[config.mk]
export PLATFORM = sky130hd
export DESIGN_NAME = btb_hit_check
export DESIGN_NICKNAME = d
export VERILOG_FILES = /design/src/hw/btb_pkg.sv /design/src/hw/btb_hit_check.sv
export VERILOG_INCLUDE_DIRS = /design/src /design/src/include
export SDC_FILE = /design/constraint.sdc
export NUM_CORES = 1
export LEC_CHECK = 0
export BUFFER_PORTS_ARGS = -buffer_cell sky130_fd_sc_hd__buf_2
export CORE_AREA = 2 2 128 130
export DETAILED_ROUTE_END_ITERATION = 7
export DIE_AREA = 0 0 130 132
export SYNTH_ARGS = -nofsm -noshare
export SYNTH_HDL_FRONTEND = slang
export SYNTH_SLANG_ARGS = --single-unit
[constraint.sdc]
create_clock -name vclk -period 7.7
set_input_delay 0.385 -clock vclk [all_inputs]
set_output_delay 0.385 -clock vclk [all_outputs]
set_load 0.02 [all_outputs]
[src/include/btb_cfg.svh]
// btb address width, bank depth, index position, instruction size and slot count macros
`ifndef BTB_CFG_SVH
`define BTB_CFG_SVH

// ==============================
// address and index
// ==============================
`define BTB_PC_W        32                     // fetch / target address width
`define BTB_IDX_W       10                     // bank index width
`define BTB_DEPTH       (1 << `BTB_IDX_W)      // 1024 entries per bank
`define BTB_IDX_LO      12                     // lowest pc bit used for the index

// ==============================
// fetch group shape
// ==============================
`define BTB_INSN_BYTES  5                      // fixed instruction length
`define BTB_SLOTS       4                      // instructions per fetch group

// 20-byte sequential advance when nothing redirects
`define BTB_FETCH_BYTES (`BTB_SLOTS * `BTB_INSN_BYTES)

`endif
[src/hw/btb_pkg.sv]
// btb shared types for the fetch address, bank index and slot number
`default_nettype none

`include "btb_cfg.svh"

package btb_pkg;

  // ==============================
  // address types
  // ==============================
  typedef logic [`BTB_PC_W-1:0]  pc_addr_t;   // fetch pc, branch pc or target

  typedef logic [`BTB_IDX_W-1:0] btb_idx_t;   // row in each bank

  // ==============================
  // slot number
  // ==============================
  typedef logic [1:0]            slot_t;      // which of the four fetch slots

endpackage : btb_pkg

`default_nettype wire

[src/hw/btb_hit_check.sv]
// slot address generation, tag compare and first taken hit select
`timescale 1ns/1ps
`default_nettype none

`include "btb_cfg.svh"

module btb_hit_check
  import btb_pkg::*;
(
  input  wire pc_addr_t  fetch_pc,
  // bank outputs for each slot
  input  wire            rd_takb0,
  input  wire            rd_takb1,
  input  wire            rd_takb2,
  input  wire            rd_takb3,
  input  wire pc_addr_t  rd_pc0,
  input  wire pc_addr_t  rd_pc1,
  input  wire pc_addr_t  rd_pc2,
  input  wire pc_addr_t  rd_pc3,
  input  wire pc_addr_t  rd_tgt0,
  input  wire pc_addr_t  rd_tgt1,
  input  wire pc_addr_t  rd_tgt2,
  input  wire pc_addr_t  rd_tgt3,
  // result
  output logic           hit,
  output pc_addr_t       hit_tgt,
  output slot_t          hit_slot
);

  // ==============================
  // slot addresses
  // ==============================
  pc_addr_t   slot_pc1;   // fetch_pc + 5
  pc_addr_t   slot_pc2;   // fetch_pc + 10
  pc_addr_t   slot_pc3;   // fetch_pc + 15
  logic [3:0] slot_hit;   // per-slot taken and tag match

  assign slot_pc1 = fetch_pc + pc_addr_t'(`BTB_INSN_BYTES);
  assign slot_pc2 = fetch_pc + pc_addr_t'(2 * `BTB_INSN_BYTES);
  assign slot_pc3 = fetch_pc + pc_addr_t'(3 * `BTB_INSN_BYTES);

  // slot 0 sits at the fetch address itself
  assign slot_hit[0] = rd_takb0 && (rd_pc0 == fetch_pc);
  assign slot_hit[1] = rd_takb1 && (rd_pc1 == slot_pc1);
  assign slot_hit[2] = rd_takb2 && (rd_pc2 == slot_pc2);
  assign slot_hit[3] = rd_takb3 && (rd_pc3 == slot_pc3);

  assign hit = |slot_hit;

  // ==============================
  // lowest slot wins
  // ==============================
  always_comb begin
    hit_tgt  = '0;             // don't care when hit is low
    hit_slot = slot_t'(0);
    casez (slot_hit)
      4'b???1: begin
        hit_tgt  = rd_tgt0;
        hit_slot = slot_t'(0);
      end
      4'b??10: begin
        hit_tgt  = rd_tgt1;
        hit_slot = slot_t'(1);
      end
      4'b?100: begin
        hit_tgt  = rd_tgt2;
        hit_slot = slot_t'(2);
      end
      4'b1000: begin
        hit_tgt  = rd_tgt3;
        hit_slot = slot_t'(3);
      end
      default: ;               // no slot hit
    endcase
  end

endmodule : btb_hit_check

`default_nettype wire

## After elaboration in Yosys (flattened, before gate mapping)

Cells that the tools add are included.

| cells by class | value |
|---|---|
| mux-type cells | 2 |
| add/subtract/negate cells | 3 |
| reductions and logical operators | 5 |
| eq/ne operators | 7 |

Operator list:

| cell | number |
|---|---|
| 32-bit == test | 4 |
| 32-bit one-hot mux with 4 select lines | 1 |
| 32-bit by 4-bit adder with 32-bit output (second input constant) | 2 |
| 32-bit by 3-bit adder with 32-bit output (second input constant) | 1 |
| 2-bit one-hot mux with 3 select lines | 1 |
| 4-bit == test (second input constant) | 1 |
| 1-bit logical AND | 4 |
| 4-bit OR reduction | 1 |
| 3-bit == test (second input constant) | 1 |
| 2-bit == test (second input constant) | 1 |

| storage, ports and cells | value |
|---|---|
| logic and storage cells | 17 |
| bits in registers | 0 |

## Depth between registers and ports, before layout

| depth | value |
|---|---|
| depth in word-level cells | 5 |
| gate-level depth with buffers | 13 |

## Worst setup path before layout

No wires, ideal clock.

| path | value |
|---|---|
| kind | input-to-output |
| start point | input port fetch_pc[2] |
| end point | output port hit_tgt[11] |
| data required time | 7.315 ns |
| data arrival time | 3.501 ns |
| stages | 12 |
| slack | 3.814 ns |
| buffers on the path | 2 |
| cell sequence | clkbuf_1 > inv_1 > ha_1 > a21bo_2 > o21ai_2 > xnor2_1 > or4_1 > or4_1 > nor4_4 > o211ai_4 > buf_6 > o22ai_1 |

| on the way | value |
|---|---|
| word-level cells in the longest chain between the ends | 5 |

RTL lines:

| what | line | RTL |
|---|---|---|
| from (decl) | btb_hit_check.sv:10 | `input wire pc_addr_t fetch_pc,` |
| 32-bit by 3-bit adder with 32-bit output (tied with other cells) | btb_hit_check.sv:38 | `` assign slot_pc1 = fetch_pc + pc_addr_t'(`BTB_INSN_BYTES); `` |
| 32-bit == test, on equally long branches | btb_hit_check.sv:44, btb_hit_check.sv:45, btb_hit_check.sv:46 |  |
| 1-bit logical AND, on equally long branches | btb_hit_check.sv:44, btb_hit_check.sv:45, btb_hit_check.sv:46 |  |
| 4-bit == test (tied with other cells) | btb_hit_check.sv:56 | `casez (slot_hit)` |
| 32-bit one-hot mux with 4 select lines * | btb_hit_check.sv:56 |  |
| to (decl) | btb_hit_check.sv:26 | `output pc_addr_t hit_tgt,` |

Mark *: on every way between the ends. The rest lies on a longest branch, timed or not.

## Final worst setup path

| path | value |
|---|---|
| start point | input port fetch_pc[2] |
| end point | output port hit_tgt[1] |

The elaborated chain is that of the path after synthesis.

==> results.md <==
* Cts repair resizes at 0
* Post-Layout Inst Area at just over 6000 µm²
* Crit-path slowest cell: nor2_2
* Crit start category: primary input
* CORE AREA at 15700 µm²
* Crit path cell chain: buf_2 -> inv_1 -> ha_1 -> a21oi_1 -> nor2_1 -> xnor2_1 -> or4_1 -> nor4b_1 -> o2111ai_1 -> nor2_2 -> a21boi_0 -> o22ai_2 -> buf_2
* Total GRT Usage at 23.6%
* Count of unique library cells instantiated by Yosys at 57
* DR iter-0 viols at 413
* Pwr Density at 45.0 nW/µm²
* Synthesis-to-layout area growth at 37.5%
* ANT nets after route at 0
* Fin crit share at between 60% and 70%
* Crit-path max FO at 32
* CP required at 7320 ps
* Tot Pwr at about 0.28 mW
* HPWL Detailed at 18700 µm
* Slowest Stage Delay on Critical Path at 900 ps
* Final Util at approximately two fifths
* Arrival time worst endpoint at 4760 ps
* Synth area leaders: xnor2_1 (24%), xor2_1 (12%), mux2i_1 (7.1%)
* Status: complete, no violations
* Synth Area per Inst at roughly 7.3 µm²
* Vias per cell at 5.18
* I/O pin cnt at 327
* Grt ovf at 0
* Slew @ Worst Pin at 1160 ps
* Post-synthesis cell count at between 600 and 700
* Post-synth top area cell: xnor2_1
* Sequential cell count at 0
* Nets at 1201
* Top delay family on crit path: simple AND/OR/NAND/NOR gates
* Global-route wire length before repair at 31600 µm
* CP Capture Type: output port
* Area after DPL at 6180 µm²
* # rows at 46
* Final hold vios at 0
* Commonest cells in the netlist: xnor2_1 (123), xor2_1 (62), nor2_1 (55), nand2_1 (35)
* CP bufs+invs at 3
* Max-slew violations at 0
* WL final at 21700 µm
* Minimum clock period at 5150 ps
* Ys Warns at 0
* Max cap viols at 0
* Vias in the first global route at 5716
* Clock Buffer Count at 0
* Die Area at 17200 µm²
* Syn Nets at between 900 and 1000
* Post-Route Setup TNS at 0 ps
* PortBufs at 327
* DR vias at 5803
* CP Class: in -> out
* Cell Area, Synth at around 4500 µm²
* Remaining DRCs at 0
* RSZ-0062 raised after global routing: false
* CP most frequent cell: buf_2
* Leak at 2.63 nW
* Height of the chip at about 130 µm
* Post-CTS Setup Bufs at 0
* Gpl congestion at 0.938
* Worst vdd rail ir drop at 0.0000326 V
* # hold bufs at CTS at 0
* Share of cells above drive strength 1 at 41.4%
* Maximum clock rate at around 190 MHz
* Share of the synthesized area in the top cell type at 23.9%
* Initial antenna violation count at 4
* Die W at 130 µm
* Register area at 0 µm²
* Largest net degree at the start of global routing at 68
* Hold Crit Class: in -> out
* Slew HR at 22.9%
* Drt first pass iters at 5
* Final setup violation count at 0
* Drt wl/cell at 19.4 µm
* Top-count cell post-synth: xnor2_1
* Starting Density at 28.7%
* Sequential share of the synthesized area at 0%
[power breakdown]
group	switching, mW	leakage [nW]	internal (mW)	total (mW)
sequential	0	0	0	0
clock	0	0.0000254	0.0000000699	0.0000000699
combinational	0.148	2.63	0.131	0.279
total	0.148	2.63	0.131	0.279
[cell type report]
class | instances | area (µm²)
well taps | 216 | 270
multi-input cells | 567 | 4240
inverters | 5 | 18.8
diodes | 4 | 10.0
repair buffers | 329 | 1650
fillers | 1691 | 9520
[kinds of logic after synthesis]
kind of cell,after synthesis,share of synthesized area [%]
xor+xnor,185,36.0
fa+ha+maj,6,1.67
mux,32,7.11
buf+inv,52,5.91
simple gates,223,27.7
compound gates,121,21.6
[layer usage]
layer	track usage [%]	vias to the layer above	wire (µm)
li1	-	2812	-
met1	27.5	2658	8560
met2	45.1	307	11300
met3	3.08	26	1590
met4	4.78	0	346
met5	0	-	0
[per-stage QoR]
step,instances,setup WS (ps),hold slack (ps)
floorplan,619,3810,1010
global placement,1117,2660,1140
detailed placement,1117,2630,1150
CTS,1117,2630,1160
global route,1119,2300,1170
finish,1121,2550,1150
[final timing paths]
check	endpoint	slack, ps	from	depth (start not counted)
min	hit_tgt[15]	1150	rd_tgt0[15]	4
max	hit_tgt[1]	2550	fetch_pc[2]	13
[layout by cell type (no fill, tap or decap), drive strengths merged, types with 4 or more instances in the layout]
cell | synthesis | routed
nand4 | 30 | 30
inv | 5 | 5
ha | 6 | 6
or2 | 4 | 4
nor4 | 26 | 26
buf | 30 | 329
a21oi | 15 | 15
or3 | 5 | 5
a31oi | 6 | 6
nand2 | 35 | 35
or4 | 7 | 7
o2111ai | 4 | 4
mux2i | 32 | 32
a21boi | 33 | 33
a211oi | 4 | 4
o211ai | 4 | 4
diode | 0 | 4
xnor2 | 123 | 123
nor2 | 55 | 55
nor3 | 25 | 25
xor2 | 62 | 62
o21ai | 9 | 9
nand3 | 19 | 19
o22ai | 34 | 34
Note: power is estimated with default switching activity, not from simulation.
