--- src/include/btb_cfg.svh ---
// btb address width, bank depth, index position, instruction size and slot count macros
`ifndef BTB_CFG_SVH
`define BTB_CFG_SVH

// ==============================
// address and index
// ==============================
`define BTB_PC_W        32                     // fetch / target address width
`define BTB_IDX_W       10                     // bank index width
`define BTB_DEPTH       (1 << `BTB_IDX_W)      // 1024 entries per bank
`define BTB_IDX_LO      12                     // lowest pc bit used for the index

// ==============================
// fetch group shape
// ==============================
`define BTB_INSN_BYTES  5                      // fixed instruction length
`define BTB_SLOTS       4                      // instructions per fetch group

// 20-byte sequential advance when nothing redirects
`define BTB_FETCH_BYTES (`BTB_SLOTS * `BTB_INSN_BYTES)

`endif
--- src/hw/btb_pkg.sv ---
// btb shared types for the fetch address, bank index and slot number
`default_nettype none

`include "btb_cfg.svh"

package btb_pkg;

  // ==============================
  // address types
  // ==============================
  typedef logic [`BTB_PC_W-1:0]  pc_addr_t;   // fetch pc, branch pc or target

  typedef logic [`BTB_IDX_W-1:0] btb_idx_t;   // row in each bank

  // ==============================
  // slot number
  // ==============================
  typedef logic [1:0]            slot_t;      // which of the four fetch slots

endpackage : btb_pkg

`default_nettype wire

--- src/hw/btb_commit_stage.sv ---
// commit staging register for the four slots with the shared write index and enable
`timescale 1ns/1ps
`default_nettype none

`include "btb_cfg.svh"

module btb_commit_stage
  import btb_pkg::*;
(
  input  wire            clk,
  input  wire            rst,
  // one committed branch per slot
  input  wire pc_addr_t  commit_pc0,
  input  wire pc_addr_t  commit_pc1,
  input  wire pc_addr_t  commit_pc2,
  input  wire pc_addr_t  commit_pc3,
  input  wire pc_addr_t  commit_tgt0,
  input  wire pc_addr_t  commit_tgt1,
  input  wire pc_addr_t  commit_tgt2,
  input  wire pc_addr_t  commit_tgt3,
  input  wire            commit_takb0,
  input  wire            commit_takb1,
  input  wire            commit_takb2,
  input  wire            commit_takb3,
  // staged write into every bank
  output logic           wr_en,
  output btb_idx_t       wr_idx,
  output pc_addr_t       wr_pc0,
  output pc_addr_t       wr_pc1,
  output pc_addr_t       wr_pc2,
  output pc_addr_t       wr_pc3,
  output pc_addr_t       wr_tgt0,
  output pc_addr_t       wr_tgt1,
  output pc_addr_t       wr_tgt2,
  output pc_addr_t       wr_tgt3,
  output logic           wr_takb0,
  output logic           wr_takb1,
  output logic           wr_takb2,
  output logic           wr_takb3
);

  // any taken slot writes the whole row
  logic any_takb;

  assign any_takb = commit_takb0 | commit_takb1 | commit_takb2 | commit_takb3;

  // ==============================
  // one register stage
  // ==============================
  always_ff @(posedge clk) begin
    if (rst) begin
      wr_en    <= 1'b0;
      wr_idx   <= '0;
      wr_pc0   <= '0;
      wr_pc1   <= '0;
      wr_pc2   <= '0;
      wr_pc3   <= '0;
      wr_tgt0  <= '0;
      wr_tgt1  <= '0;
      wr_tgt2  <= '0;
      wr_tgt3  <= '0;
      wr_takb0 <= 1'b0;
      wr_takb1 <= 1'b0;
      wr_takb2 <= 1'b0;
      wr_takb3 <= 1'b0;
    end else begin
      wr_en    <= any_takb;
      wr_idx   <= commit_pc0[`BTB_IDX_LO +: `BTB_IDX_W];  // row from slot 0 only
      wr_pc0   <= commit_pc0;
      wr_pc1   <= commit_pc1;
      wr_pc2   <= commit_pc2;
      wr_pc3   <= commit_pc3;
      wr_tgt0  <= commit_tgt0;
      wr_tgt1  <= commit_tgt1;
      wr_tgt2  <= commit_tgt2;
      wr_tgt3  <= commit_tgt3;
      wr_takb0 <= commit_takb0;     // a clear bit wipes that slot's entry
      wr_takb1 <= commit_takb1;
      wr_takb2 <= commit_takb2;
      wr_takb3 <= commit_takb3;
    end
  end

endmodule : btb_commit_stage

`default_nettype wire

--- config.mk ---
export PLATFORM = sky130hd
export DESIGN_NAME = btb_commit_stage
export DESIGN_NICKNAME = d
export VERILOG_FILES = /design/src/hw/btb_pkg.sv /design/src/hw/btb_commit_stage.sv
export VERILOG_INCLUDE_DIRS = /design/src /design/src/include
export SDC_FILE = /design/constraint.sdc
export NUM_CORES = 1
export LEC_CHECK = 0
export BUFFER_PORTS_ARGS = -buffer_cell sky130_fd_sc_hd__clkbuf_2
export CORE_AREA = 4 4 207 209
export DETAILED_ROUTE_END_ITERATION = 7
export DIE_AREA = 0 0 211 213
export SETUP_SLACK_MARGIN = 0.05
export SYNTH_ARGS = -nofsm -noshare
export SYNTH_HDL_FRONTEND = slang
export SYNTH_SLANG_ARGS = --single-unit
export TNS_END_PERCENT = 5
--- constraint.sdc ---
create_clock -name clk -period 0.8 [get_ports clk]
set_input_delay 0.04 -clock clk [delete_from_list [all_inputs] [get_ports clk]]
set_output_delay 0.04 -clock clk [all_outputs]
set_load 0.02 [all_outputs]
# ---- Yosys cells after proc, flatten, opt, wreduce, memory -nomap -nowiden
# Index checks and enable logic that the tools add are counted.
# Widths: inputs -> output; s select.
dict set report totals {
  inputBits 262
  mem_bits_ro 0
  ram_bits 0
  latchBits 0
  regBits 271
  wordCells 17
  output_inout_bits 271
  n_memories 0
}
dict set report classes {
  div_mod_pow 0
  bitwise_logic 3
  shift 0
  multipliers 0
  eq_ne 0
  magnitude_cmp 0
  n_addsub 0
  mux 0
  n_reduce_logical 0
}
# operator count
set op_table {}
lappend op_table {{$or 1x1->1} 3}

# ---- Logic depth before layout (Yosys ltp)
# Gate-level depths: netlist of the first run.
dict set report depth {
  word_depth 3
  depth_mapped 4
}

# ---- Least setup slack after synthesis of the first run
# No wires, ideal clock.
dict set report synth_path {
  path_kind {input-to-reg}
  startpoint {input rst}
  endpoint {register wr_pc3[10]}
  path_buffers 3
  stages 4
  required_ns 0.686
  path_slack_ns 0.162
  arrival_time_ns 0.524
  setup_ns 0.114
  path_cell_list {buf_6 -> buf_12 -> buf_12 -> nor2b_4}
}
# item line_no
set synth_lines {}
lappend synth_lines {{from (decl)} btb_commit_stage.sv:11} ;# input wire rst,
lappend synth_lines {{to (signal assigned)} btb_commit_stage.sv:72} ;# wr_pc3 <= commit_pc3;
lappend synth_lines {{to (decl)} btb_commit_stage.sv:31} ;# output pc_addr_t wr_pc3,
# No word-level cell between the ends.

# ---- Final worst setup path of the first run
dict set report layout_path {
  startpoint {register wr_pc0[21]}
  endpoint {output wr_pc0[21]}
}
# item line_no
set layout_lines {}
lappend layout_lines {{from (decl)} btb_commit_stage.sv:28} ;# output pc_addr_t wr_pc0,
lappend layout_lines {{from (signal assigned)} btb_commit_stage.sv:69} ;# wr_pc0 <= commit_pc0;
# No word-level cell between the ends.

==> run summary, run 1 <==
outcome - complete, but fails checks
failing checks - setup timing
initial core utilization - 20.9%
post-synth top area cell - dfxtp_1
yosys warns - 0
cell family with most CP delay - flip-flops
die extent in x - 211 um
top cells by area, synth - dfxtp_1 61%, nor2b_4 22%, nor2b_2 5.3%
critical path capture point type - primary output
fin util - 45.1%
dpl hpwl - 19800 um
Port-buffer cells - 532
clk sinks - 261
GPL Wtd Cong - 0.857
Pwr Total - 33200 uW
Multi-input gate area - 2810 um^2
worst-path maximum fanout - 2
Post-Route WL - 33200 um
clk buf depth - 3
Rows - 74
First-pass DRT Iterations - 4
DRT iter0 DRCs - 174
Hold Worst Slack - 0.0269 ns
Max-Cap Viols - 0
max-slew violation count - 0
syn_nets - 824
Layout area overhead - 115%
# fillers - 3378
area of the core - 40800 um^2
post-layout net count - 1652
gr usage total - 13.7%
vias per cell - 3.67
leakage power - 0.00844 uW
die area - 44900 um^2
initial antenna violation count - 2
Least-Margin Pin Slew - 0.380 ns
CP Cell Sequence - buf_8
Max stage delay cell, worst path - dfxtp_4
VDD IR max - 0.00142 V
Crit Path Class - reg2out
pwr/cell area - 1800 nW/um^2
Max Clock Freq - 937 MHz
WHS Path Cells - 4
GRT overflow - 0
total negative slack - -59.54 ns
DP Cell Count - 1628
number of remaining DRC errors - 0
DR vias - 7129
final hold vios - 0
CP arrival - 1.03 ns
Hold Path Sink - wr_pc2[9]
total CTS buffers - 27
Cells after Synth - 562
# setup viols final - 271
H-tree levels - 1
CP startpoint kind - flip-flop
sequential cell area - 5570 um^2
Worst-path clk slew - 0.06 ns
Yosys cell types - 11
CTS Root Buffer Type - clkbuf_16
layout cells sized above 1 - 75.7%
Synth top area share - 61.2%
largest net degree at the start of global routing - 33
Worst Hold Class - in2reg
CTS tree - done
Relative slew margins - 74.4%
Slowest Stage Delay on Critical Path - 0.38 ns
Post-DRT Antenna Nets - 0
WL per Instance - 17.1 um
worst path required time - 0.76 ns
Worst Hold Launch - rst
vias in the first global route - 8311
buffers plus inverters on the worst setup path - 1
minimum clock period - 1.07 ns
Final period util - 133%
Syn Area/Cell - 15.2 um^2
first-pass GRT wire length - 47800 um
final cell count without fillers - 1942
Seq/Total Area, Yosys - 61.2%
Setup WS post-layout - -0.267 ns
Die Y - 213 um
Yosys reg bits - 261
RSZ-0062 raised after global routing - yes
num ports - 533
Post-Synthesis Cell Area - 8540 um^2
==> layer usage <==
layer	wire length, um	part of all wire [%]	vias up	track usage (%)
met5	11	0.033	-	0
met4	1530	4.6	2	6.91
met3	2610	7.9	92	3.89
met2	18800	57	362	27.2
met1	10200	31	3333	12.6
li1	-	-	3340	-
==> cells in the mapped netlist <==
library cell  instances
buf_12               17
nor2_1                1
nor2b_4             138
buf_6                 4
buf_8                 1
dfxtp_1             261
buf_2                 7
nor2b_2              52
buf_4                10
nor4_1                1
nor2b_1              70
==> logic make-up after synthesis <==
kind of cell | after synthesis | synth area share [%]
buf+inv | 39 | 5.98
flops | 261 | 61.2
simple gates | 262 | 32.8
==> per-stage QoR <==
step / area [um^2] / setup slack [ns]
floorplan: 8540 / 0.162
global placement: 11900 / 0.00184
detailed placement: 11900 / -0.0131
CTS: 18000 / -0.331
global route: 18400 / -0.311
finish: 18400 / -0.267
==> sequential cells by signal (all words and copies together), names as in the netlist <==
register,count
wr_takb2,1
wr_pc0,23
wr_pc2,32
wr_en,1
wr_tgt3,32
wr_takb1,1
wr_takb0,1
wr_takb3,1
wr_idx,9
wr_tgt0,32
wr_tgt2,32
wr_tgt1,32
wr_pc3,32
wr_pc1,32
==> power breakdown <==
| group | switching (uW) | internal, uW | leakage [uW] | total [uW] |
|---|---|---|---|---|
| registers | 516 | 13800 | 0.00225 | 14400 |
| logic | 2480 | 4040 | 0.00577 | 6520 |
| clock network | 5100 | 7210 | 0.000422 | 12300 |
==> how the worst max path moves through the flow <==
stage | depth (start not counted) | start | end | slack [ns]
6_report | 1 | wr_pc0[21] | wr_pc0[21] | -0.27
2_1_floorplan | 4 | rst | wr_pc3[10] | 0.16
3_3_place_gp | 4 | rst | wr_tgt1[28] | 0.002
3_5_place_dp | 4 | rst | wr_tgt0[0] | -0.01
4_1_cts | 1 | wr_pc0[21] | wr_idx[9] | -0.33
5_1_grt | 1 | wr_pc0[21] | wr_pc0[21] | -0.31
==> cell type report <==
type / count / area share [%]
clock inverters: 10 / 0.571
well taps: 532 / 3.62
clock buffers: 38 / 4.11
diodes: 1 / 0.0136
flip-flops and latches: 261 / 30.2
repair buffers: 838 / 46.2
multi-input cells: 262 / 15.3
==> placed cells by master, fill, tap and decap left out <==
cell / count
buf_12: 16
buf_4: 29
buf_6: 6
buf_8: 260
bufinv_16: 2
clkbuf_1: 7
clkbuf_16: 27
clkbuf_2: 260
clkbuf_8: 6
clkinv_2: 6
clkinvlp_4: 2
dfxtp_1: 1
dfxtp_2: 254
dfxtp_4: 6
diode_2: 1
dlygate4sd3_1: 263
dlymetal6s4s_1: 2
nor2_1: 1
nor2b_1: 68
nor2b_2: 54
nor2b_4: 138
nor4_1: 1
==> timing repair <==
action	4_1_cts	5_1_grt
gates cloned	0	0
hold buffers	265	0
pin swaps	0	0
gates resized for setup	774	303
endpoints found under the setup margin	271	341
setup buffers	0	0
endpoints found under the hold margin	261	0
No activity file was read; power rests on OpenSTA's default activity.
==> run 2, diff against run 1 <==
BUFFER_PORTS_ARGS = -buffer_cell sky130_fd_sc_hd__buf_2   (was -buffer_cell sky130_fd_sc_hd__clkbuf_2)
==> run 2 against run 1 <==
  * Core utilization shrank 2.3 points
  * Hold slack lost 0.0055 ns
  * Flip-flop and latch count is the same
  * Count of clock-buffer cells in the layout grew 4
  * Via count shrank 0.77%
  * Total power shrank 4.4%
  * Cell area shrank 5.2%
  * First-iteration DRC count grew 13%
  * Critical path type unchanged
  * Global-route usage shrank 0.36 points
  * The flow still finishes with violations (setup timing)
  * Clock power shrank 7%
  * Largest cell class unchanged
  * Combinational power shrank 7.1%
  * Critical path depth is the same
==> run summary, run 2 (synthesis gave the netlist of run 1 again) <==
initial antenna violation count - 1 (was 2)
die area - 44900 um^2 (unchanged)
CP arrival - 1.03 ns (about the same)
Rows - 74 (unchanged)
Pwr Total - 31700 uW (was 33200 uW)
critical path capture point type - primary output (unchanged)
worst path required time - 0.76 ns (about the same)
number of remaining DRC errors - 0 (unchanged)
Post-CTS Setup Bufs - 0 (unchanged)
CTS Root Buffer Type - clkbuf_16 (unchanged)
Hold Path Sink - wr_pc3[29] (was wr_pc2[9])
WHS Path Cells - 4 (unchanged)
final cell count without fillers - 1946 (was 1942)
WL per Instance - 16.7 um (was 17.1 um)
GRT overflow - 0 (unchanged)
DR vias - 7074 (was 7129)
Relative slew margins - 67.8% (was 74.4%)
Worst Hold Class - in2reg (unchanged)
VDD IR max - 0.00138 V (was 0.00142 V)
Post-DRT Antenna Nets - 0 (unchanged)
total CTS buffers - 27 (unchanged)
First-pass DRT Iterations - 4 (unchanged)
RSZ-0062 raised after global routing - yes (unchanged)
buffers plus inverters on the worst setup path - 1 (unchanged)
dpl hpwl - 19800 um (about the same)
CTS tree - done (unchanged)
sequential cell area - 5560 um^2 (was 5570 um^2)
Least-Margin Pin Slew - 0.483 ns (was 0.380 ns)
Crit path depth - 1 (unchanged)
Worst Hold Launch - rst (unchanged)
layout cells sized above 1 - 75.1% (was 75.7%)
Max Clock Freq - 934 MHz (was 937 MHz)
Final period util - 134% (was 133%)
largest net degree at the start of global routing - 19 (was 33)
Worst-path clk slew - 0.06 ns (about the same)
most frequent cells in the layout - 271 x buf_6, 266 x dlygate4sd3_1, 260 x buf_2 (was 263 x dlygate4sd3_1, 260 x clkbuf_2, 260 x buf_8)
num ports - 533 (unchanged)
# setup viols final - 271 (unchanged)
vias per cell - 3.64 (was 3.67)
leakage power - 0.00807 uW (was 0.00844 uW)
CP Cell Sequence - buf_6 (was buf_8)
GPL Wtd Cong - 0.834 (was 0.857)
Crit Path Class - reg2out (unchanged)
Layout area overhead - 104% (was 115%)
initial core utilization - 20.9% (unchanged)
Slowest Stage Delay on Critical Path - 0.37 ns (was 0.38 ns)
max-slew violation count - 0 (unchanged)
Multi-input gate area - 2810 um^2 (about the same)
dpl ws - -0.00142 ns (was -0.0131 ns)
H-tree levels - 1 (unchanged)
Max stage delay cell, worst path - dfxtp_2 (was dfxtp_4)
fin util - 42.7% (was 45.1%)
gr usage total - 13.3% (was 13.7%)
first-pass GRT wire length - 46700 um (was 47800 um)
commonest non-fill, non-tap cell in the layout - buf_6 (was dlygate4sd3_1)
worst-path maximum fanout - 1 (was 2)
area of the core - 40800 um^2 (unchanged)
die extent in x - 211 um (unchanged)
final hold vios - 0 (unchanged)
minimum clock period - 1.07 ns (about the same)
Setup WS post-layout - -0.271 ns (was -0.267 ns)
CP startpoint kind - flip-flop (unchanged)
vias in the first global route - 8259 (was 8311)
clk buf depth - 3 (unchanged)
Port-buffer cells - 532 (unchanged)
post-layout net count - 1659 (was 1652)
Die Y - 213 um (unchanged)
DRT iter0 DRCs - 197 (was 174)
cell family with most CP delay - flip-flops (unchanged)
failing checks - setup timing (unchanged)
DP Cell Count - 1632 (was 1628)
# fillers - 3508 (was 3378)
outcome - complete, but fails checks (unchanged)
Max-Cap Viols - 0 (unchanged)
clk sinks - 261 (unchanged)
Hold Worst Slack - 0.0214 ns (was 0.0269 ns)
Post-Route WL - 32400 um (was 33200 um)
pwr/cell area - 1820 nW/um^2 (was 1800 nW/um^2)
-- run 2: cell types whose count changed in the layout (fill, tap and decap cells not counted), sizes merged --
cell         change
diode            +1
buf            +266
bufinv           -2
clkbuf         -258
dlygate4sd3      +3
clkinvlp         -2
clkinv           -4
-- run 2: report_power, final --
group          internal (uW)  leakage (uW)  total [uW]  switching [uW]
clock                   6460      0.000377       11400            4970
sequential             13800       0.00225       14200             392
combinational           3620       0.00545        6060            2440
total                  23900       0.00807       31700            7810
-- run 2: worst max path at each step --
stage	from	endpoint	slack, ns
after floorplan	rst	wr_pc3[10]	0.16
after global placement	rst	wr_pc3[16]	0.006
after detailed placement	rst	wr_pc3[18]	-0.001
after CTS	wr_idx[7]	wr_pc0[19]	-0.32
after global routing	wr_idx[3]	wr_idx[3]	-0.31
final	wr_pc1[28]	wr_pc1[28]	-0.27
-- run 2: repair_timing --
action,CTS,global route
pin swaps,0,0
resized for setup,790,20
hold endpoints to repair,261,0
endpoints found under the setup margin,271,365
hold buffers,268,0
-- run 2: routing by layer --
metal / track usage, % / wire length, um / up-vias
met5: 0 / 0 / -
met4: 5.54 / 1400 / 0
met3: 4.28 / 2480 / 70
met2: 26.1 / 17900 / 354
met1: 12.7 / 10600 / 3305
li1: - / - / 3345
-- run 2: per-stage QoR --
stage	setup TNS (ns)	cell area [um^2]
3_5_place_dp	-0.00258	11900
6_report	-58.30	17400
5_1_grt	-71.14	17400
3_3_place_gp	0	11900
4_1_cts	-89.08	17400
2_1_floorplan	0	8540
-- run 2: layout make-up --
type                    instances  share of cell area (%)
diodes                          2                  0.0287
clock buffers                  42                    4.37
clock inverters                 2                  0.0789
multi-input cells             262                    16.1
flip-flops and latches        261                    31.9
well taps                     532                    3.82
repair buffers                845                    43.7
