**config.mk**
```make
export PLATFORM = sky130hd
export DESIGN_NAME = btb_next_pc
export DESIGN_NICKNAME = d
export VERILOG_FILES = /design/src/hw/btb_pkg.sv /design/src/hw/btb_next_pc.sv
export VERILOG_INCLUDE_DIRS = /design/src /design/src/include
export SDC_FILE = /design/constraint.sdc
export NUM_CORES = 1
export LEC_CHECK = 0
export ABC_CLOCK_PERIOD_IN_PS = 1800
export CAP_MARGIN = 10
export CORE_AREA = 2 2 64 66
export DETAILED_ROUTE_END_ITERATION = 7
export DIE_AREA = 0 0 66 68
export DONT_BUFFER_PORTS = 1
export GPL_ROUTABILITY_DRIVEN = 1
export PLACE_DENSITY = 0.67
export RECOVER_POWER = 50
export SLEW_MARGIN = 5
export SYNTH_ARGS = -nofsm -noshare
export SYNTH_HDL_FRONTEND = slang
export SYNTH_SLANG_ARGS = --single-unit
```
**constraint.sdc**
```tcl
create_clock -name vclk -period 1.8
set_input_delay 0.09 -clock vclk [all_inputs]
set_output_delay 0.09 -clock vclk [all_outputs]
set_load 0.02 [all_outputs]
```
**src/include/btb_cfg.svh**
```systemverilog
// btb address width, bank depth, index position, instruction size and slot count macros
`ifndef BTB_CFG_SVH
`define BTB_CFG_SVH

// ==============================
// address and index
// ==============================
`define BTB_PC_W        32                     // fetch / target address width
`define BTB_IDX_W       10                     // bank index width
`define BTB_DEPTH       (1 << `BTB_IDX_W)      // 1024 entries per bank
`define BTB_IDX_LO      12                     // lowest pc bit used for the index

// ==============================
// fetch group shape
// ==============================
`define BTB_INSN_BYTES  5                      // fixed instruction length
`define BTB_SLOTS       4                      // instructions per fetch group

// 20-byte sequential advance when nothing redirects
`define BTB_FETCH_BYTES (`BTB_SLOTS * `BTB_INSN_BYTES)

`endif
```
**src/hw/btb_pkg.sv**
```systemverilog
// btb shared types for the fetch address, bank index and slot number
`default_nettype none

`include "btb_cfg.svh"

package btb_pkg;

  // ==============================
  // address types
  // ==============================
  typedef logic [`BTB_PC_W-1:0]  pc_addr_t;   // fetch pc, branch pc or target

  typedef logic [`BTB_IDX_W-1:0] btb_idx_t;   // row in each bank

  // ==============================
  // slot number
  // ==============================
  typedef logic [1:0]            slot_t;      // which of the four fetch slots

endpackage : btb_pkg

`default_nettype wire

```
**src/hw/btb_next_pc.sv**
```systemverilog
// fixed-priority next fetch address and taken flag
`timescale 1ns/1ps
`default_nettype none

`include "btb_cfg.svh"

module btb_next_pc
  import btb_pkg::*;
(
  input  wire pc_addr_t  fetch_pc,
  input  wire            miss_redirect,   // branch miss with highest priority
  input  wire pc_addr_t  miss_pc,
  input  wire            call_redirect,   // subroutine call
  input  wire pc_addr_t  call_tgt,
  input  wire            hit,             // taken hit from the banks
  input  wire pc_addr_t  hit_tgt,
  output pc_addr_t       next_pc,
  output logic           takb
);

  // ==============================
  // priority select
  // ==============================
  always_comb begin
    if (miss_redirect) begin
      next_pc = miss_pc;
      takb    = 1'b1;
    end else if (call_redirect) begin
      next_pc = call_tgt;
      takb    = 1'b1;
    end else if (hit) begin
      next_pc = hit_tgt;
      takb    = 1'b1;
    end else begin
      // fall through to the next four instructions
      next_pc = fetch_pc + pc_addr_t'(`BTB_FETCH_BYTES);
      takb    = 1'b0;
    end
  end

endmodule : btb_next_pc

`default_nettype wire

```
Word level (Yosys, flattened, before mapping):

Index checks and enable logic that the tools add are counted.

* input bits: 131
* RAM bits: 0
* memory bits (read-only): 0
* output and inout port bits: 33
* logic and storage cells: 7
* latch bits: 0
* memories kept: 0
* register bits: 0

* shifts and indexed selects: 0
* order comparisons: 0
* equal/unequal tests: 0
* bitwise logic cells: 0
* multipliers: 0
* muxes and demuxes: 6
* $add $sub $neg: 1
* divide/modulo/power cells: 0
* reduce and logical (&&, ||, !) cells: 0

Operators with widths (count)
* 2-to-1 mux 32 bit: 3
* adder 32 x 5 -> 32 bit (second input constant): 1
* 2-to-1 mux 1 bit: 3

Logic depth before layout (Yosys ltp):

Gate-level depths: netlist of the first run.

* depth after elaboration: 4
* depth in mapped cells: 6
* mapped depth without buffers: 5

Worst setup path before layout of the first run:

No wires, ideal clock.

* kind: input-to-output
* start point: input fetch_pc[4]
* end point: output next_pc[22]
* arrival time: 1.641 ns
* path slack: 0.069 ns
* buffers on the path: 1
* required time: 1.710 ns
* stages: 5
* path through: clkbuf_1 -> nor2_1 -> nand4b_2 -> or4_1 -> a31oi_1

* word-level cells in the longest chain between the ends: 4

RTL lines
* start: declaration: line btb_next_pc.sv:10 `input wire pc_addr_t fetch_pc,`
* adder 32 x 5 -> 32 bit: line btb_next_pc.sv:36 `` next_pc = fetch_pc + pc_addr_t'(`BTB_FETCH_BYTES); ``
* 2-to-1 mux 32 bit: line btb_next_pc.sv:31 `end else if (hit) begin`
* 2-to-1 mux 32 bit: line btb_next_pc.sv:28 `end else if (call_redirect) begin`
* 2-to-1 mux 32 bit: line btb_next_pc.sv:25 `if (miss_redirect) begin`
* end: declaration: line btb_next_pc.sv:17 `output pc_addr_t next_pc,`

No other way between the ends.

Final worst setup path of the first run:

* start point: input fetch_pc[5]
* end point: output next_pc[28]

Same word-level chain as after synthesis.

==> impl_metrics.csv, run 1 <==
group,metric,value,unit
sta,max_slew.worst_pin.slew,0.644,ns
placement,pre_cts_ws,0.0656,ns
sta,fin_ws,0.117,ns
worst_setup_path,crit_fanout,9,
layout,fin_area,1880,um^2
pwr,internal_power,0.000185,W
layout,layout_common_cells,"33 x nand2_1, 26 x buf_4, 21 x a21oi_1, 18 x o21ai_0, 14 x o21a_1",
global_route,grt_max_degree,55,
layout,clock_buffers,0,
min_path,min_from,"miss_pc[6]",
pwr,leakagePower,0.649,nW
sta,slew_headroom,0.566,
sta,fin_crit,1.68,ns
layout,layout.cells.non_filler,337,
route,detail_route.first_pass.iterations,4,
placement,gp_congestion,0.761,
route,post-route-drc-count,0,
floorplanning,start_util,0.434,
sta,setup_viol,0,
sta,fmax,594,MHz
worst_setup_path,endpoint_kind,"output pin",
sta,fin_crit_sh,0.935,
clock_tree,cts_hold_buffers,0,
synthesis,synth_cells,277,
layout,diodes,0,
pwr,power.share.combinational,1.000,
floorplanning,die_w,66,um
sta,rsz0062_at_grt,"no",
pwr,p_switching,0.000247,W
worst_setup_path,startpoint_type,"primary input",
run,max_cap_viol_count,0,
floorplanning,die_h,68,um
global_route,grt_usage,0.249,
floorplanning,row_count,23,
synthesis,syn_nets,409,
pwr,pwr-share-clk,0,
global_route,grt-ovfl-total,0,
route,wl_per_cell,18.5,um
sta,setup_tns,0,ns
route,postRouteAntennaNets,0,
placement,numPortBuffers,0,
layout,layout_commonest_cell,"nand2_1",
global_route,grt_pass1_vias,1953,
synthesis,ys_types,47,
min_path,hold_path_depth,1,
min_path,min_to,"next_pc[6]",
layout,drive_above_1_share,0.115,
worst_setup_path,crit_required,1.71,ns
sta,slew_violations,0,
layout,syn_to_final_growth,12.3,%
min_path,hold_path.class,"in -> out",
layout,nets,421,
pwr,ir_worst_vdd,0.108,mV
layout,seq_area,0,um^2
synthesis,syn_avg_cell_area,6.04,um^2
global_route,antenna_found_initial,0,
synthesis,yosysWarnings,0,
floorplanning,die_area,4490,um^2
worst_setup_path,critPathKind,"in -> out",
route,finalWirelength,6.24,mm
pwr,seqPwrFrac,0,
route,drt-initial-drc-count,88,
placement,placedInstanceArea,1900,um^2
layout,flops_and_latches,0,
synthesis,synth_seq_area_share,0,
floorplanning,core,3860,um^2
pwr,p_per_area,230,nW/um^2
synthesis,syn_area,1670,um^2
pwr,netSwitchingFraction,0.571,
worst_setup_path,crit_arrival,1.59,ns
placement,place_hpwl,5.07,mm
run_status,status,"complete, no violations",
global_route,grt_pass1_wl,8.91,mm
route,num_vias,2297,
sta,hold_viol,0,
route,routed_via_density,6.82,
floorplanning,pin_count,164,
placement,dp_cells,337,
-- critical path, stage by stage --
cell	delay [ns]
and4_1	0.36
nand4b_4	0.22
or4_1	0.53
a31oi_1	0.21
buf_4	0.18
-- power groups by stage --
stage / logic, W / registers, W / clock network, W
4_1_cts: 0.000446 / 0 / 0
6_report: 0.000432 / 0 / 0
3_5_place_dp: 0.000445 / 0 / 0
2_1_floorplan: 0.000348 / 0 / 0
5_1_grt: 0.000471 / 0 / 0
3_3_place_gp: 0.000438 / 0 / 0
-- worst max-delay path by stage --
stage / start / to / cells after the start
finish: fetch_pc[5] / next_pc[28] / 5
global route: fetch_pc[5] / next_pc[28] / 5
CTS: fetch_pc[5] / next_pc[28] / 5
detailed placement: fetch_pc[5] / next_pc[28] / 5
global placement: fetch_pc[5] / next_pc[22] / 5
floorplan: fetch_pc[4] / next_pc[22] / 5
-- repair_timing --
item	CTS	global route
endpoints found under the setup margin	0	1
gates resized for setup	0	2
setup buffers	0	0
-- layer usage --
metal / vias to the layer above / GRT usage / routed length, um
li1: 1126 / - / -
met1: 1037 / 0.288 / 2490
met2: 132 / 0.504 / 3120
met3: 2 / 0.0378 / 597
met4: 0 / 0.0128 / 27
met5: - / 0 / 0
-- cells in the mapped netlist (all sizes together) (2+ instances only) --
cell type	n	area, um^2
xnor2	6	52.6
a22oi	10	75.1
and4	8	70.1
nand3	7	35.0
o22ai	11	68.8
a221oi	4	35.0
o221ai	3	26.3
nor3	9	45.0
and3	4	25.0
nand2b	3	18.8
o31ai	12	90.1
or3	3	18.8
a31oi	12	75.1
o21a	14	105
and2	2	12.5
o211ai	5	37.5
a21oi	21	105
or4	10	75.1
or3b	2	17.5
mux2i	4	40.0
clkbuf	18	67.6
nand2	34	128
nand4	9	62.6
o21ai	18	90.1
inv	7	26.3
xor2	4	35.0
nor2b	3	18.8
nor2	11	41.3
a211oi	2	15.0
buf	6	25.0
-- area by class of cell --
cell class                 count  area (um^2)
tap                           50         62.6
timing repair buffer          34          225
fill                         404         1980
multi-input combinational    246         1570
inverter                       7         26.3
-- metrics by stage --
step / utilization / hold WS, ns / total power [W]
6_report: 0.487 / 0.362 / 0.000432
5_1_grt: 0.487 / 0.366 / 0.000471
4_1_cts: 0.492 / 0.361 / 0.000446
3_5_place_dp: 0.492 / 0.361 / 0.000445
3_3_place_gp: 0.492 / 0.362 / 0.000438
2_1_floorplan: - / 0.353 / 0.000348
-- cell families after synthesis --
kind of cell | synth area share
AOI/OAI and AO/OA | 0.485
xor gates and xnor gates | 0.0524
adders and majority gates | 0.00748
buffers and inverters | 0.0711
muxes | 0.0239
and+or+nand+nor | 0.361
Note: power is estimated with default switching activity, not from simulation.
==> inputs of run 2 (changes only) <==
--- a/config.mk
+++ b/config.mk
@@ -6,14 +6,16 @@
 export SDC_FILE = /design/constraint.sdc
 export NUM_CORES = 1
 export LEC_CHECK = 0
-export ABC_CLOCK_PERIOD_IN_PS = 1800
+export ABC_CLOCK_PERIOD_IN_PS = 1850
 export CAP_MARGIN = 10
-export CORE_AREA = 2 2 64 66
+export CELL_PAD_IN_SITES_DETAIL_PLACEMENT = 0
+export CELL_PAD_IN_SITES_GLOBAL_PLACEMENT = 1
+export CORE_MARGIN = 2
+export CORE_UTILIZATION = 41
 export DETAILED_ROUTE_END_ITERATION = 7
-export DIE_AREA = 0 0 66 68
 export DONT_BUFFER_PORTS = 1
 export GPL_ROUTABILITY_DRIVEN = 1
-export PLACE_DENSITY = 0.67
+export PLACE_DENSITY = 0.92
 export RECOVER_POWER = 50
 export SLEW_MARGIN = 5
 export SYNTH_ARGS = -nofsm -noshare
==> constraint.sdc (replaced) <==
create_clock -name vclk -period 1.85
set_input_delay 0.0925 -clock vclk [all_inputs]
set_output_delay 0.0925 -clock vclk [all_outputs]
set_load 0.02 [all_outputs]
==> impl_metrics.csv, run 2 (synthesis results as in run 1) <==
group,metric,value,unit
worst_setup_path,crit_required,1.76,ns
run_status,status,"complete, no violations",
worst_setup_path,crit_fanout,9,
floorplanning,pin_count,164,
layout,diodes,0,
worst_setup_path,crit_arrival,1.62,ns
placement,placedInstanceArea,1900,um^2
route,wl_per_cell,19.3,um
layout,drive_above_1_share,0.101,
clock_tree,cts_hold_buffers,0,
floorplanning,die_w,67.9,um
route,post-route-drc-count,0,
worst_setup_path,endpoint_kind,"output pin",
sta,fin_crit_sh,0.928,
route,num_vias,2312,
placement,gp_congestion,0.853,
floorplanning,row_count,23,
layout,fin_area,1860,um^2
global_route,grt_pass1_wl,9.10,mm
pwr,netSwitchingFraction,0.573,
pwr,p_switching,0.000238,W
global_route,grt-ovfl-total,0,
worst_setup_path,critPathKind,"in -> out",
layout,fill_cells,425,
run,max_cap_viol_count,0,
global_route,antenna_found_initial,0,
route,finalWirelength,6.51,mm
pwr,power.share.combinational,1.000,
clock_tree,cts_resized,0,
floorplanning,core,3970,um^2
sta,slew_violations,0,
sta,rsz0062_at_grt,"no",
route,detail_route.first_pass.iterations,6,
layout,syn_to_final_growth,11.2,%
layout,layout_commonest_cell,"nand2_1",
layout,multi_input_area,1550,um^2
floorplanning,die_h,67.9,um
global_route,grt_pass1_vias,1901,
sta,hold_viol,0,
sta,fin_crit,1.72,ns
pwr,ir_worst_vdd,0.0905,mV
layout,layout_common_cells,"34 x nand2_1, 24 x buf_4, 21 x a21oi_1, 18 x o21ai_0, 14 x o21a_1",
worst_setup_path,crit_path_start,"fetch_pc[5]",
worst_setup_path,endpoint,"next_pc[24]",
pwr,pwr-share-clk,0,
route,drt-initial-drc-count,112,
layout,layout.cells.non_filler,337,
pwr,leakagePower,0.633,nW
floorplanning,start_util,0.421,
min_path,hold_path.class,"in -> out",
pwr,seqPwrFrac,0,
sta,hold_slack,0.368,ns
global_route,grt_usage,0.252,
global_route,grt_max_degree,55,
pwr,p_per_area,224,nW/um^2
layout,clock_buffers,0,
clock_tree,post_cts_buffers,0,
sta,setup_viol,0,
sta,max_slew.worst_pin.slew,0.629,ns
route,routed_via_density,6.86,
pwr,internal_power,0.000177,W
layout,flops_and_latches,0,
placement,numPortBuffers,0,
placement,place_hpwl,5.20,mm
floorplanning,die_area,4610,um^2
layout,seq_area,0,um^2
sta,fmax,582,MHz
placement,pre_cts_ws,0.145,ns
sta,setup_tns,0,ns
layout,nets,421,
worst_setup_path,startpoint_type,"primary input",
placement,dp_cells,337,
route,postRouteAntennaNets,0,
sta,fin_ws,0.133,ns
sta,slew_headroom,0.577,
-- run 2: cell count changes in the layout (fill, tap and decap cells not counted) --
cell      previous run  this run
clkbuf_1             8        10
nand2_2              1         0
or2_2                1         0
nand4b_4             1         0
buf_4               26        24
nand4b_2             0         1
nand2_1             33        34
or2_1                0         1
-- run 2: worst min path at each step --
stage / start / endpoint / slack (ns) / cells past startpoint
2_1_floorplan: miss_pc[11] / next_pc[11] / 0.36 / 2
3_3_place_gp: miss_pc[6] / next_pc[6] / 0.37 / 1
3_5_place_dp: miss_pc[6] / next_pc[6] / 0.37 / 1
4_1_cts: miss_pc[6] / next_pc[6] / 0.37 / 1
5_1_grt: miss_pc[6] / next_pc[6] / 0.38 / 1
6_report: miss_pc[6] / next_pc[6] / 0.37 / 1
-- run 2: metal layers --
| layer | share of wire | vias to the layer above | track usage | wire length, um |
|---|---|---|---|---|
| li1 | - | 1115 | - | - |
| met1 | 0.39 | 1057 | 0.306 | 2510 |
| met2 | 0.50 | 136 | 0.483 | 3280 |
| met3 | 0.11 | 4 | 0.0395 | 705 |
| met4 | 0.0015 | 0 | 0.0200 | 10 |
| met5 | 0 | - | 0 | 0 |
-- run 2: worst max-delay path, cell delays in order --
cell,delay [ns]
and4_1,0.30
nand4b_2,0.30
or4_1,0.57
a31oi_1,0.19
buf_4,0.17
-- run 2: through the flow --
| stage | utilization | total power [W] |
|---|---|---|
| finish | 0.468 | 0.000416 |
| global route | 0.468 | 0.000455 |
| CTS | 0.478 | 0.000433 |
| detailed placement | 0.478 | 0.000432 |
| global placement | 0.478 | 0.000426 |
| floorplan | - | 0.000338 |
-- run 2: power by group through the flow --
stage	clock network [W]	registers [W]	logic (W)
after floorplan	0	0	0.000338
after global placement	0	0	0.000426
after detailed placement	0	0	0.000432
after CTS	0	0	0.000433
after global routing	0	0	0.000455
final	0	0	0.000416
-- run 2: final cells by class --
cell class	instances	area share
Multi-Input combinational cell	246	0.835
Timing Repair Buffer	34	0.117
Tap cell	50	0.0336
Inverter	7	0.0141
==> inputs of run 3 (changes only) <==
--- a/config.mk
+++ b/config.mk
@@ -6,16 +6,17 @@
 export SDC_FILE = /design/constraint.sdc
 export NUM_CORES = 1
 export LEC_CHECK = 0
+export ABC_AREA = 1
 export ABC_CLOCK_PERIOD_IN_PS = 1850
 export CAP_MARGIN = 10
 export CELL_PAD_IN_SITES_DETAIL_PLACEMENT = 0
 export CELL_PAD_IN_SITES_GLOBAL_PLACEMENT = 1
 export CORE_MARGIN = 2
-export CORE_UTILIZATION = 41
+export CORE_UTILIZATION = 39
 export DETAILED_ROUTE_END_ITERATION = 7
 export DONT_BUFFER_PORTS = 1
 export GPL_ROUTABILITY_DRIVEN = 1
-export PLACE_DENSITY = 0.92
+export PLACE_DENSITY = 0.93
 export RECOVER_POWER = 50
 export SLEW_MARGIN = 5
 export SYNTH_ARGS = -nofsm -noshare
==> impl_metrics.csv, run 3 <==
group,metric,value,unit
floorplanning,core,4750,um^2
route,met1Wirelength,2.79,mm
pwr,ir_worst_vdd,0.112,mV
synthesis,yosysWarnings,0,
layout,layout_commonest_cell,"nand2_1",
route,routed_via_density,5.37,
sta,slew_violations,0,
placement,place_hpwl,6.12,mm
floorplanning,start_util,0.408,
worst_setup_path,crit_fanout,4,
min_path,hold_path.class,"in -> out",
placement,numPortBuffers,0,
route,drt-initial-drc-count,146,
sta,max_slew.worst_pin.slew,0.641,ns
layout,clock_buffers,0,
global_route,grt_usage,0.236,
floorplanning,die_w,74.5,um
worst_setup_path,crit_arrival,1.45,ns
synthesis,syn_area,1940,um^2
layout,seq_area,0,um^2
sta,fin_crit,1.54,ns
sta,setup_viol,0,
layout,drive_above_1_share,0.0835,
worst_setup_path,cp_cell_sequence,"ha_1, inv_1, nand2_2, nand2_1, nor2_1, nand3_1, nand2_1, nand2_1, nand2_1, nand2_1, a21oi_1, buf_4",
route,finalWirelength,7.29,mm
layout,syn_to_final_growth,4.90,%
synthesis,yosysTopAreaCellShare,0.244,
worst_setup_path,critPathTopFamily,"simple AND/OR/NAND/NOR gates",
sta,slew_headroom,0.568,
worst_setup_path,cp_num_buf_inv,2,
sta,setup_tns,0,ns
layout,fill_cells,582,
worst_setup_path,startpoint_type,"primary input",
placement,pre_cts_ws,0.336,ns
layout,fin_area,2040,um^2
clock_tree,post_cts_buffers,0,
sta,fin_crit_sh,0.833,
worst_setup_path,path_depth,12,
global_route,antenna_found_initial,0,
worst_setup_path,crit_required,1.76,ns
synthesis,synthTopCellsByArea,"nand2_1 24%, nor2_1 21%, a21oi_1 13%",
global_route,grt_pass1_vias,2247,
pwr,p_per_area,211,nW/um^2
floorplanning,pin_count,164,
floorplanning,die_h,74.5,um
synthesis,yosys.area.top_type,"nand2_1",
worst_setup_path,endpoint,"next_pc[20]",
floorplanning,die_area,5560,um^2
layout,layout_common_cells,"126 x nand2_1, 107 x nor2_1, 52 x a21oi_1, 38 x nand3_1, 31 x inv_1",
placement,gp_congestion,0.974,
worst_setup_path,cpMostUsedCell,"nand2_1",
synthesis,syn_avg_cell_area,4.53,um^2
route,wl_per_cell,14.6,um
pwr,leakagePower,0.916,nW
synthesis,ys_types,28,
worst_setup_path,endpoint_kind,"output pin",
worst_setup_path,critPathKind,"in -> out",
route,met3_length,699,um
route,detail_route.first_pass.iterations,5,
synthesis,syn_nets,560,
route,post-route-drc-count,0,
worst_setup_path,cp_slowest_stage_delay,0.28,ns
layout,nets,565,
global_route,grt_pass1_wl,10.4,mm
route,num_vias,2674,
sta,rsz0062_at_grt,"no",
route,postRouteAntennaNets,0,
synthesis,synth_common_cells,"126 x nand2_1, 107 x nor2_1, 50 x a21oi_1, 38 x nand3_1, 31 x inv_1",
sta,fin_ws,0.309,ns
route,wl_met2,3.71,mm
layout,multi_input_area,1690,um^2
placement,placedInstanceArea,2070,um^2
clock_tree,cts_hold_buffers,0,
global_route,grt-ovfl-total,0,
run_status,status,"complete, no violations",
layout,diodes,0,
global_route,grt_max_degree,51,
sta,fmax,649,MHz
clock_tree,cts_resized,0,
worst_setup_path,slowest_stage,"nor2_1",
route,top_layer_used,"met4",
sta,hold_slack,0.371,ns
worst_setup_path,crit_path_start,"fetch_pc[2]",
sta,hold_viol,0,
floorplanning,row_count,25,
run,max_cap_viol_count,0,
synthesis,synth_cells,428,
synthesis,synth_seq_area_share,0,
synthesis,synth_most_common_cell,"nand2_1",
layout,flops_and_latches,0,
[run 3: cell types whose count changed after synthesis, sizes merged, moves of 8 or more]
cell,change
a21oi,+32
inv,+26
o22ai,-11
o31ai,-12
or4,-10
and4,-8
nand4,-8
nand2,+99
a31oi,-12
a22oi,-10
o21a,-14
nor3,-9
nand3,+32
nor2,+107
[run 3: final cells by class]
class,instances,share of cell area
tap,67,0.0412
multi-input combinational,375,0.830
timing repair buffer,22,0.0664
inverter,34,0.0627
[run 3: layer usage]
layer  up-vias  GRT usage
met5         -          0
met4         0     0.0278
met3         8     0.0379
met2       137      0.457
met1      1156      0.278
li1       1373          -
[run 3: how the worst min path moves through the flow]
stage,startpoint,end,slack (ns),cells past startpoint
6_report,miss_pc[8],next_pc[8],0.37,2
2_1_floorplan,miss_pc[10],next_pc[10],0.36,2
4_1_cts,miss_pc[23],next_pc[23],0.37,2
3_3_place_gp,miss_pc[8],next_pc[8],0.37,2
3_5_place_dp,miss_pc[23],next_pc[23],0.37,2
5_1_grt,miss_pc[23],next_pc[23],0.38,2
[run 3: cells by family after synthesis]
group | Yosys count | share of synthesized area
xor gates and xnor gates | 5 | 0.0226
adders and majority gates | 1 | 0.00645
AOI/OAI and AO/OA | 76 | 0.208
and+or+nand+nor | 293 | 0.637
buffers and inverters | 53 | 0.126
[run 3: power breakdown]
group | total [W] | switching, W | internal [W]
clock | 0 | 0 | 0
combinational | 0.000429 | 0.000279 | 0.000149
sequential | 0 | 0 | 0
total | 0.000429 | 0.000279 | 0.000149
[run 3: stage by stage]
step                 util  total power, W  instances
floorplan               -        0.000367        428
global placement    0.436        0.000438        498
detailed placement  0.436        0.000444        498
CTS                 0.436        0.000445        498
global route        0.428        0.000476        498
finish              0.428        0.000429        498
